### config.mk
export PLATFORM = sky130hd
export DESIGN_NAME = mm_accel_top
export DESIGN_NICKNAME = d
export VERILOG_FILES = /design/src/design/mem_bus_pkg.sv /design/src/design/mm_types_pkg.sv /design/src/design/mat_loader.sv /design/src/design/mm_engine.sv /design/src/design/dma_ctrl.sv /design/src/design/mm_accel_top.sv
export VERILOG_INCLUDE_DIRS = /design/src /design/src/design
export SDC_FILE = /design/constraint.sdc
export NUM_CORES = 2
export LEC_CHECK = 0
export ABC_AREA = 1
export BUFFER_PORTS_ARGS = -buffer_cell sky130_fd_sc_hd__buf_2
export CAP_MARGIN = 25
export CORE_ASPECT_RATIO = 1.75
export CORE_UTILIZATION = 45
export CTS_BUF_LIST = sky130_fd_sc_hd__clkbuf_16
export CTS_CLUSTER_DIAMETER = 30
export CTS_CLUSTER_SIZE = 20
export DETAILED_ROUTE_END_ITERATION = 7
export PLACE_DENSITY = 0.63
export SYNTH_ARGS = -nofsm -noshare
export SYNTH_HDL_FRONTEND = slang
export SYNTH_SLANG_ARGS = --single-unit
### constraint.sdc
create_clock -name clk -period 12.77 [get_ports clk]
set_clock_uncertainty 0.15 [all_clocks]
set_input_delay 1.9155 -clock clk [delete_from_list [all_inputs] [get_ports clk]]
set_output_delay 1.9155 -clock clk [all_outputs]
set_load 0.03 [all_outputs]
### src/design/mm_cfg.svh
// ############################
// matrix accelerator sizes
// dimension, element, sum and address widths
// ############################

`ifndef MM_CFG_SVH
`define MM_CFG_SVH

// square matrix dimension
`define MM_N 4

// unsigned element of A and B
`define MM_ELEM_W 8

// one element of C
`define MM_SUM_W 32

// byte address on the memory side
`define MM_ADDR_W 32

`endif

### src/design/mem_bus_pkg.sv
// ############################
// memory bus types
// read request, tagged read beat, write beat
// ############################

`default_nettype none

`include "mm_cfg.svh"

package mem_bus_pkg;

    // read tag, one per matrix
    typedef enum logic {
        RD_ID_A = 1'b0,
        RD_ID_B = 1'b1
    } rd_id_e;

    // always a burst of MM_N beats, beat k at addr + 4k
    typedef struct packed {
        logic [`MM_ADDR_W-1:0] addr;
        rd_id_e                id;
    } rd_req_t;

    // one row per beat, element j in byte j
    typedef struct packed {
        logic [`MM_N*`MM_ELEM_W-1:0] data;
        rd_id_e                      id;
        logic                        last;
    } rd_rsp_t;

    // one row of C, element j at bit 32j
    typedef struct packed {
        logic [`MM_ADDR_W-1:0]      addr;
        logic [`MM_N*`MM_SUM_W-1:0] data;
        logic                       last;
    } wr_beat_t;

endpackage

`default_nettype wire

### src/design/mm_types_pkg.sv
// ############################
// matrix and FSM types
// ############################

`default_nettype none

`include "mm_cfg.svh"

package mm_types_pkg;

    // one row of A or B
    typedef logic [`MM_N-1:0][`MM_ELEM_W-1:0] mat_row_t;

    // row i at index i
    typedef mat_row_t [`MM_N-1:0] mat_t;

    // one row of C
    typedef logic [`MM_N-1:0][`MM_SUM_W-1:0] c_row_t;

    typedef enum logic [1:0] {
        CTRL_IDLE = 2'd0,
        CTRL_LOAD = 2'd1,
        CTRL_CALC = 2'd2
    } ctrl_state_e;

    typedef enum logic {
        ENG_IDLE = 1'b0,
        ENG_SEND = 1'b1
    } eng_state_e;

endpackage

`default_nettype wire

### src/design/mat_loader.sv
// ############################
// matrix loader
// one tagged read burst into a row register file
// ############################

`timescale 1ns/100ps
`default_nettype none

`include "mm_cfg.svh"

module mat_loader
    import mem_bus_pkg::*;
    import mm_types_pkg::*;
#(
    parameter rd_id_e LOADER_ID = RD_ID_A
) (
    input  wire logic                  clk,
    input  wire logic                  rst_n,
    input  wire logic                  load_start_i,
    input  wire logic [`MM_ADDR_W-1:0] base_addr_i,
    output rd_req_t                    req_o,
    output logic                       req_valid_o,
    input  wire logic                  req_grant_i,
    input  wire rd_rsp_t               rsp_i,
    input  wire logic                  rsp_fire_i,
    output mat_t                       mat_o,
    output logic                       loaded_o
);

    localparam int ROW_W = $clog2(`MM_N);

    logic             req_valid_q;
    logic             loaded_q;
    logic [ROW_W-1:0] row_cnt_q;
    logic             beat_mine;
    mat_t             mat_q;

    // only beats carrying our own tag
    assign beat_mine = rsp_fire_i && (rsp_i.id == LOADER_ID);

    always_ff @(posedge clk) begin
        if (!rst_n) begin
            req_valid_q <= 1'b0;
            loaded_q    <= 1'b0;
            row_cnt_q   <= '0;
        end else if (load_start_i) begin
            req_valid_q <= 1'b1;
            loaded_q    <= 1'b0;
            row_cnt_q   <= '0;
        end else begin
            // request held until the arbiter reports acceptance
            if (req_grant_i) begin
                req_valid_q <= 1'b0;
            end
            if (beat_mine) begin
                row_cnt_q <= row_cnt_q + ROW_W'(1);
                if (rsp_i.last) begin
                    loaded_q <= 1'b1;
                end
            end
        end
    end

    // rows land in arrival order
    always_ff @(posedge clk) begin
        if (beat_mine) begin
            mat_q[row_cnt_q] <= rsp_i.data;
        end
    end

    assign req_o.addr  = base_addr_i;
    assign req_o.id    = LOADER_ID;
    assign req_valid_o = req_valid_q;
    assign mat_o       = mat_q;
    assign loaded_o    = loaded_q;

endmodule

`default_nettype wire

### src/design/mm_engine.sv
// ############################
// multiply engine
// C = A x B, one row of C per write beat
// ############################

`timescale 1ns/100ps
`default_nettype none

`include "mm_cfg.svh"

module mm_engine
    import mem_bus_pkg::*;
    import mm_types_pkg::*;
(
    input  wire logic                  clk,
    input  wire logic                  rst_n,
    input  wire logic                  calc_start_i,
    input  wire mat_t                  mat_a_i,
    input  wire mat_t                  mat_b_i,
    input  wire logic [`MM_ADDR_W-1:0] c_base_i,
    output wr_beat_t                   wr_beat_o,
    output logic                       wr_valid_o,
    input  wire logic                  wr_ready_i,
    output logic                       calc_done_o
);

    localparam int ROW_W     = $clog2(`MM_N);
    localparam int ROW_BYTES = `MM_N * `MM_SUM_W / 8;

    eng_state_e       state_q;
    logic [ROW_W-1:0] row_q;
    wr_beat_t         beat_q;
    wr_beat_t         next_beat;
    logic             beat_fire;
    logic             load_beat;

    // dot products of one A row with every B column
    function automatic c_row_t row_product(input mat_row_t a_row, input mat_t b);
        c_row_t acc;
        acc = '0;
        for (int j = 0; j < `MM_N; j++) begin
            for (int k = 0; k < `MM_N; k++) begin
                acc[j] = acc[j] + `MM_SUM_W'(a_row[k]) * `MM_SUM_W'(b[k][j]);
            end
        end
        return acc;
    endfunction

    // row_q points at the next row to register
    always_comb begin
        next_beat.addr = c_base_i + `MM_ADDR_W'(row_q) * `MM_ADDR_W'(ROW_BYTES);
        next_beat.data = row_product(mat_a_i[row_q], mat_b_i);
        next_beat.last = (row_q == ROW_W'(`MM_N - 1));
    end

    assign beat_fire = wr_valid_o && wr_ready_i;
    assign load_beat = ((state_q == ENG_IDLE) && calc_start_i)
                    || ((state_q == ENG_SEND) && beat_fire && !beat_q.last);

    always_ff @(posedge clk) begin
        if (!rst_n) begin
            state_q <= ENG_IDLE;
            row_q   <= '0;
        end else begin
            case (state_q)
                ENG_IDLE: if (calc_start_i) state_q <= ENG_SEND;
                ENG_SEND: if (beat_fire && beat_q.last) state_q <= ENG_IDLE;
                default:  state_q <= ENG_IDLE;
            endcase
            // wraps back to row 0 after the last one
            if (load_beat) begin
                row_q <= row_q + ROW_W'(1);
            end
        end
    end

    // beat holds under back-pressure
    always_ff @(posedge clk) begin
        if (load_beat) begin
            beat_q <= next_beat;
        end
    end

    assign wr_beat_o   = beat_q;
    assign wr_valid_o  = (state_q == ENG_SEND);
    assign calc_done_o = beat_fire && beat_q.last;

endmodule

`default_nettype wire

### src/design/dma_ctrl.sv
// ############################
// DMA controller
// job FSM, read-request arbiter, start/done pulses
// ############################

`timescale 1ns/100ps
`default_nettype none

module dma_ctrl
    import mem_bus_pkg::*;
    import mm_types_pkg::*;
(
    input  wire logic    clk,
    input  wire logic    rst_n,
    input  wire logic    start_i,
    input  wire rd_req_t req_a_i,
    input  wire logic    req_a_valid_i,
    input  wire rd_req_t req_b_i,
    input  wire logic    req_b_valid_i,
    output logic         grant_a_o,
    output logic         grant_b_o,
    output rd_req_t      rd_req_o,
    output logic         rd_req_valid_o,
    input  wire logic    rd_req_ready_i,
    output logic         rd_rsp_ready_o,
    input  wire logic    loaded_a_i,
    input  wire logic    loaded_b_i,
    output logic         load_start_o,
    output logic         calc_start_o,
    input  wire logic    calc_done_i,
    output logic         done_o
);

    ctrl_state_e state_q;
    logic        load_start_q;
    logic        calc_start_q;
    logic        done_q;
    logic        hold_q;
    rd_id_e      sel_q;
    rd_id_e      sel;
    logic        req_fire;

    // A first; a stalled offer keeps its owner
    always_comb begin
        if (hold_q) begin
            sel = sel_q;
        end else if (req_a_valid_i) begin
            sel = RD_ID_A;
        end else begin
            sel = RD_ID_B;
        end
    end

    assign rd_req_o       = (sel == RD_ID_A) ? req_a_i : req_b_i;
    assign rd_req_valid_o = (sel == RD_ID_A) ? req_a_valid_i : req_b_valid_i;
    assign req_fire       = rd_req_valid_o && rd_req_ready_i;
    assign grant_a_o      = req_fire && (sel == RD_ID_A);
    assign grant_b_o      = req_fire && (sel == RD_ID_B);

    always_ff @(posedge clk) begin
        if (!rst_n) begin
            hold_q <= 1'b0;
            sel_q  <= RD_ID_A;
        end else begin
            hold_q <= rd_req_valid_o && !rd_req_ready_i;
            sel_q  <= sel;
        end
    end

    always_ff @(posedge clk) begin
        if (!rst_n) begin
            state_q      <= CTRL_IDLE;
            load_start_q <= 1'b0;
            calc_start_q <= 1'b0;
            done_q       <= 1'b0;
        end else begin
            load_start_q <= 1'b0;
            calc_start_q <= 1'b0;
            done_q       <= 1'b0;
            case (state_q)
                CTRL_IDLE: begin
                    if (start_i) begin
                        state_q      <= CTRL_LOAD;
                        load_start_q <= 1'b1;
                    end
                end
                CTRL_LOAD: begin
                    // loaded flags still show the previous job during load_start
                    if (loaded_a_i && loaded_b_i && !load_start_q) begin
                        state_q      <= CTRL_CALC;
                        calc_start_q <= 1'b1;
                    end
                end
                CTRL_CALC: begin
                    if (calc_done_i) begin
                        state_q <= CTRL_IDLE;
                        done_q  <= 1'b1;
                    end
                end
                default: state_q <= CTRL_IDLE;
            endcase
        end
    end

    assign rd_rsp_ready_o = (state_q == CTRL_LOAD);
    assign load_start_o   = load_start_q;
    assign calc_start_o   = calc_start_q;
    assign done_o         = done_q;

endmodule

`default_nettype wire

### src/design/mm_accel_top.sv
// ############################
// matrix multiply accelerator top
// controller, two loaders and engine
// ############################

`timescale 1ns/100ps
`default_nettype none

`include "mm_cfg.svh"

module mm_accel_top
    import mem_bus_pkg::*;
    import mm_types_pkg::*;
(
    input  wire logic                  clk,
    input  wire logic                  rst_n,
    input  wire logic [`MM_ADDR_W-1:0] mat_a_addr_i,
    input  wire logic [`MM_ADDR_W-1:0] mat_b_addr_i,
    input  wire logic [`MM_ADDR_W-1:0] mat_c_addr_i,
    input  wire logic                  start_i,
    output logic                       done_o,
    output rd_req_t                    rd_req_o,
    output logic                       rd_req_valid_o,
    input  wire logic                  rd_req_ready_i,
    input  wire rd_rsp_t               rd_rsp_i,
    input  wire logic                  rd_rsp_valid_i,
    output logic                       rd_rsp_ready_o,
    output wr_beat_t                   wr_beat_o,
    output logic                       wr_valid_o,
    input  wire logic                  wr_ready_i
);

    rd_req_t req_a, req_b;
    logic    req_a_valid, req_b_valid;
    logic    grant_a, grant_b;
    logic    loaded_a, loaded_b;
    logic    load_start, calc_start, calc_done;
    logic    rsp_fire;
    mat_t    mat_a, mat_b;

    assign rsp_fire = rd_rsp_valid_i && rd_rsp_ready_o;

    dma_ctrl u_ctrl (
        .clk, .rst_n, .start_i,
        .req_a_i(req_a), .req_a_valid_i(req_a_valid),
        .req_b_i(req_b), .req_b_valid_i(req_b_valid),
        .grant_a_o(grant_a), .grant_b_o(grant_b),
        .rd_req_o, .rd_req_valid_o, .rd_req_ready_i, .rd_rsp_ready_o,
        .loaded_a_i(loaded_a), .loaded_b_i(loaded_b),
        .load_start_o(load_start), .calc_start_o(calc_start),
        .calc_done_i(calc_done), .done_o
    );

    mat_loader #(.LOADER_ID(RD_ID_A)) loader_a (
        .clk, .rst_n, .load_start_i(load_start), .base_addr_i(mat_a_addr_i),
        .req_o(req_a), .req_valid_o(req_a_valid), .req_grant_i(grant_a),
        .rsp_i(rd_rsp_i), .rsp_fire_i(rsp_fire), .mat_o(mat_a), .loaded_o(loaded_a)
    );

    mat_loader #(.LOADER_ID(RD_ID_B)) loader_b (
        .clk, .rst_n, .load_start_i(load_start), .base_addr_i(mat_b_addr_i),
        .req_o(req_b), .req_valid_o(req_b_valid), .req_grant_i(grant_b),
        .rsp_i(rd_rsp_i), .rsp_fire_i(rsp_fire), .mat_o(mat_b), .loaded_o(loaded_b)
    );

    mm_engine u_engine (
        .clk, .rst_n, .calc_start_i(calc_start),
        .mat_a_i(mat_a), .mat_b_i(mat_b), .c_base_i(mat_c_addr_i),
        .wr_beat_o, .wr_valid_o, .wr_ready_i, .calc_done_o(calc_done)
    );

endmodule

`default_nettype wire

== Word-level counts from Yosys, hierarchy flattened ==
Index checks and enable logic that the tools add are counted.
Storage, ports and cells
  flip-flop bits (word level): 435
  ROM bits: 0
  memories: 0
  output and inout bits: 198
  RAM bits: 0
  bits in latches: 0
  input port bits: 136
  word-level logic and storage cells: 152
Cells by class
  add/sub/neg operators: 16
  reduce and logical (&&, ||, !) cells: 30
  bitwise operators: 4
  $lt $le $gt $ge: 5
  eq/ne operators: 6
  shifts and indexed selects: 0
  mux-type cells: 26
  div/mod/pow operators: 0
  $mul: 16
Operators with widths (number)
  $add A32 B16 Y32: 8
  $bwmux W128: 2
  $mul A8 B8 Y16: 16
  $demux W32 S2: 2
  $mux W32: 3
  $add A16 B16 Y17: 4
  $bmux W32 S2: 1
  $mux W33: 1
  $add A32 B6 Y32: 1
  $logic_and A1 B1 Y1: 16
  $mux W1: 12
  $reduce_and A2 Y1: 5
  $lt A2 B3 Y1 const B: 3
  $add A2 B1 Y2 const B: 3
  $mux W2: 3
  $pmux W2 S3: 1
  $eq A2 B2 Y1 const B: 2
  $ge A2 B1 Y1 const B: 2
  $ne A2 B2 Y1 const B: 2
  $not A1 Y1: 4
  $reduce_bool A2 Y1: 2
  $logic_not A1 Y1: 3
  $reduce_and A3 Y1: 1
  $eq A2 B1 Y1 const B: 1
  other kinds (5): 5

== Logic depth before layout (Yosys ltp) ==
  depth in word-level cells: 7
  depth in mapped cells: 43
  mapped depth without buffers: 41

== Hierarchy ==
Synthesis repeated with hierarchy kept, for this count alone.
Unflattened totals
  cells, all modules: 5780
  area, all modules: 52325.2 µm²
By module, submodules not included
  mm_engine: area an instance 42892.4 µm², seq. area each 3333.2 µm², cells an instance 5230, instances 1
  mat_loader at loader_a: area an instance 4359.2 µm², seq. area each 3923.8 µm², cells an instance 202, instances 1
  mat_loader at loader_b: area an instance 4346.7 µm², seq. area each 3923.8 µm², cells an instance 199, instances 1
  dma_ctrl: area an instance 719.4 µm², seq. area each 140.1 µm², cells an instance 147, instances 1
  mm_accel_top: area an instance 7.5 µm², seq. area each 0.0 µm², cells an instance 2, instances 1

== Worst setup path after synthesis ==
No wires, ideal clock.
  path kind: reg2reg
  from: reg u_engine.row_q[0]
  to: reg u_engine.beat_q (netlist bit u_engine.wr_beat_o[50]) (data pin)
  stages on the path, launching flop included: 36
  slack: 4.395 ns
  data arrival time: 7.973 ns
  period minus slack after synthesis: 8.375 ns
  data required time: 12.368 ns
  buffers on the path: 3
  library setup time: 0.252 ns
  cells stage by stage: dfxtp_1 buf_4 buf_4 nand2_1 nand3_1 nand2_2 inv_2 buf_4 nand2_1 fa_1 fa_1 fa_1 inv_1 fa_1 fa_1 fa_1 ha_1 nand2_1 nand3b_1 nand2_1 xor2_1 fa_1 fa_1 inv_1 fa_1 fa_1 inv_1 ha_1 nand2_1 inv_1 a21oi_1 nand2_1 nand2_1 nand2_1 nand2_1 nand2_1
RTL lines
  start: declaration: RTL line mm_engine.sv:31  | logic [ROW_W-1:0] row_q;
  start signal: assignment: RTL line mm_engine.sv:72  | row_q <= row_q + ROW_W'(1);
  end signal: assignment: RTL line mm_engine.sv:80  | beat_q <= next_beat;
  end: declaration: RTL line mm_engine.sv:32  | wr_beat_t beat_q;

==> out/metrics.yaml <==
synthesis:
  synth_top_area_frac: 0.323
  synth_seq_cells: 383
  yosys_warnings: 0
  synth.area.top_cells: "fa_1 32%, edfxtp_1 21%, ha_1 13%, inv_1 11%, nand2_1 9.2%"
  synthDistinctLibCells: 33
  async_flop_share: 0
  netlist_instances: 5943
  synth_enable_flop_cells: 365
  synth-seq-area-share: 0.217
  synth_area_mm2: 0.0521
  synth_ff_type: "edfxtp_1"
  yosysTopAreaCell: "fa_1"
  syn_avg_cell_area_um2: 8.77
run:
  max_cap_viol_count: 0
sta:
  setup-violations-final: 0
  slew_viol_final: 0
  min_period_ns: 10.39
  hold_violations: 0
  fmaxAchievable_mhz: 96.3
  tns_ns: 0
  rsz0062_at_grt: "no"
  period_share: 0.813
  worst_slew_pin_slew_ns: 0.899
  slew_headroom: 0.399
  finalHoldWorstSlack_ns: 0.306
pwr:
  powerDensity_mw_per_mm2: 258
  seqPwrFrac: 0.124
  p_leak_nw: 30.2
  vdd_drop_max_uv: 350
  netSwitchingFraction: 0.510
  clkPwrFrac: 0.142
  intPower_w: 0.00732
  p_sw_w: 0.00762
  pwr-share-comb: 0.733
clock_network:
  cts-resized-gates: 0
  cts_tree: "yes"
  cts-root-buf: "clkbuf_16"
  post_cts_buffers: 0
  hold_buffers: 0
  cts_sinks: 383
  insertion_delay_ns: 0.68
  htreeDepth: 3
  cts_buffers: 77
  clkTransAtPathRegs_ns: 0.06
  clockBufferDepth: 3
drt:
  wl_per_cell_um: 18.2
  drt_pre_antenna_iters: 7
  ant_nets: 0
  routed_wl_um: 142000
  drt_drc_violations_left: 0
  drt_iter0_markers: 2162
  vias: 38900
  routed_via_density: 4.99
worst_setup_path:
  start_kind: "flip-flop"
  worstPathMaxFanout: 69
  path_common_cell: "nand2_1"
  endpoint_kind: "flip-flop"
  cp_top_family: "adder cells"
  slowest_stage: "nand2_1"
  timing.critical_path.arrival_ns: 10.65
  required_ns: 13.03
  slowest_delay_ns: 0.68
  crit_buf_inv: 7
  critPathKind: "flip-flop to flip-flop"
grt:
  grt_overflow: 0
  grt_pass1_wl_um: 220000
  grt_max_degree: 70
  antenna_found_initial: 5
  grtUsageTotal: 0.248
  grt_pass1_vias: 40700
placement:
  io_buffers: 281
  hpwl_um: 116000
  place.gp.congestion: 0.941
die:
  core_region_area_mm2: 0.115
  rows: 164
  die_w_um: 259
  die_area_mm2: 0.117
  initial_core_util: 0.455
  die_y_um: 452
  io_pins: 334
cells_and_area:
  final_cell_mix: "1518 x inv_1, 1283 x nand2_1, 841 x fa_1"
  area_delta_synth_final_pct: 10.9
  drive_above_1_share: 0.0802
  final_common_cell: "inv_1"
  final_net_count: 7771
  fillCellCount: 10800
run_status:
  status: "completed"
hold_path:
  hp-class: "flip-flop to flip-flop"
final timing paths:
path	from	endpoint	slack [ns]	cells past startpoint
worst max register to register	u_engine.row_q[0]$_SDFFE_PN0P_	u_engine.wr_beat_o[50]$_DFFE_PP_	2.38	34
worst min register to register	loader_a.loaded_o$_SDFFE_PP0P_	loader_a.loaded_o$_SDFFE_PP0P_	0.31	2
worst max-delay path	u_engine.row_q[0]$_SDFFE_PN0P_	u_engine.wr_beat_o[50]$_DFFE_PP_	2.38	34
worst min-delay path	loader_a.loaded_o$_SDFFE_PP0P_	loader_a.loaded_o$_SDFFE_PP0P_	0.31	2
registers in the layout, summed over array words and instances (netlist names), 2 cells and up:
| signal | count |
|---|---|
| loader_a.mat_o | 128 |
| loader_a.row_cnt_q | 2 |
| loader_b.mat_o | 128 |
| loader_b.row_cnt_q | 2 |
| u_ctrl.state_q | 2 |
| u_engine.row_q | 2 |
| u_engine.wr_beat_o | 109 |
power by group through the flow:
stage / Clock (W) / Sequential (W) / Combinational (W)
after floorplan: 0 / 0.00188 / 0.00866
after global placement: 0 / 0.00188 / 0.0108
after detailed placement: 0 / 0.00188 / 0.0110
after CTS: 0.00217 / 0.00186 / 0.0111
after global routing: 0.00221 / 0.00186 / 0.0128
final: 0.00212 / 0.00186 / 0.0110
cells in the mapped netlist, drive strengths merged (4+ instances only):
library cell,n
inv,1540
nand2,1299
fa,841
nor2,719
ha,559
edfxtp,365
nand3,182
buf,147
a21oi,85
xor2,43
xnor2,34
nor3,29
nand4,23
dfxtp,18
and2,13
nand3b,12
o21ai,10
clkbuf,7
o21bai,5
or2,4
cells by family after synthesis:
kind of cell,synth area share
compound gates,0.0106
flops,0.217
fa+ha+maj,0.457
simple gates,0.173
buf+inv,0.129
xor+xnor,0.0129
other cells,0.0000719
metrics by stage:
| step | total power (W) | setup WS, ns | cell area [um2] | utilization | cells |
|---|---|---|---|---|---|
| after global routing | 0.0169 | 1.85 | 57800 | 0.505 | 7793 |
| after detailed placement | 0.0129 | 2.44 | 55100 | 0.481 | 7650 |
| after floorplan | 0.0105 | 4.39 | 52300 | - | 5994 |
| final | 0.0149 | 2.38 | 57800 | 0.505 | 7793 |
| after global placement | 0.0127 | 2.55 | 55000 | 0.480 | 7645 |
| after CTS | 0.0151 | 2.39 | 57800 | 0.505 | 7792 |
routing by layer:
layer,up-vias,global-route usage,share of wire
met3,402,0.0373,0.061
met2,1416,0.445,0.51
met5,-,0,0.00019
met1,19000,0.276,0.36
met4,4,0.151,0.066
li1,18100,-,-
cell type report:
class                      instances  area (um2)  share of cell area
clock inverter                    63         748              0.0129
inverter                        1541        5780               0.100
timing repair buffer             316        1730              0.0300
antenna                            1        2.50           0.0000433
clock buffer                      79        1980              0.0342
tap                             1494        1870              0.0323
multi-input combinational       3916       34400               0.594
sequential                       383       11300               0.196
tightest hold or removal path: stages (launching register included):
cell,delay [ns]
dfxtp_1,0.29
inv_1,0.06
a21oi_1,0.06
No activity file was read; power rests on OpenSTA's default activity.
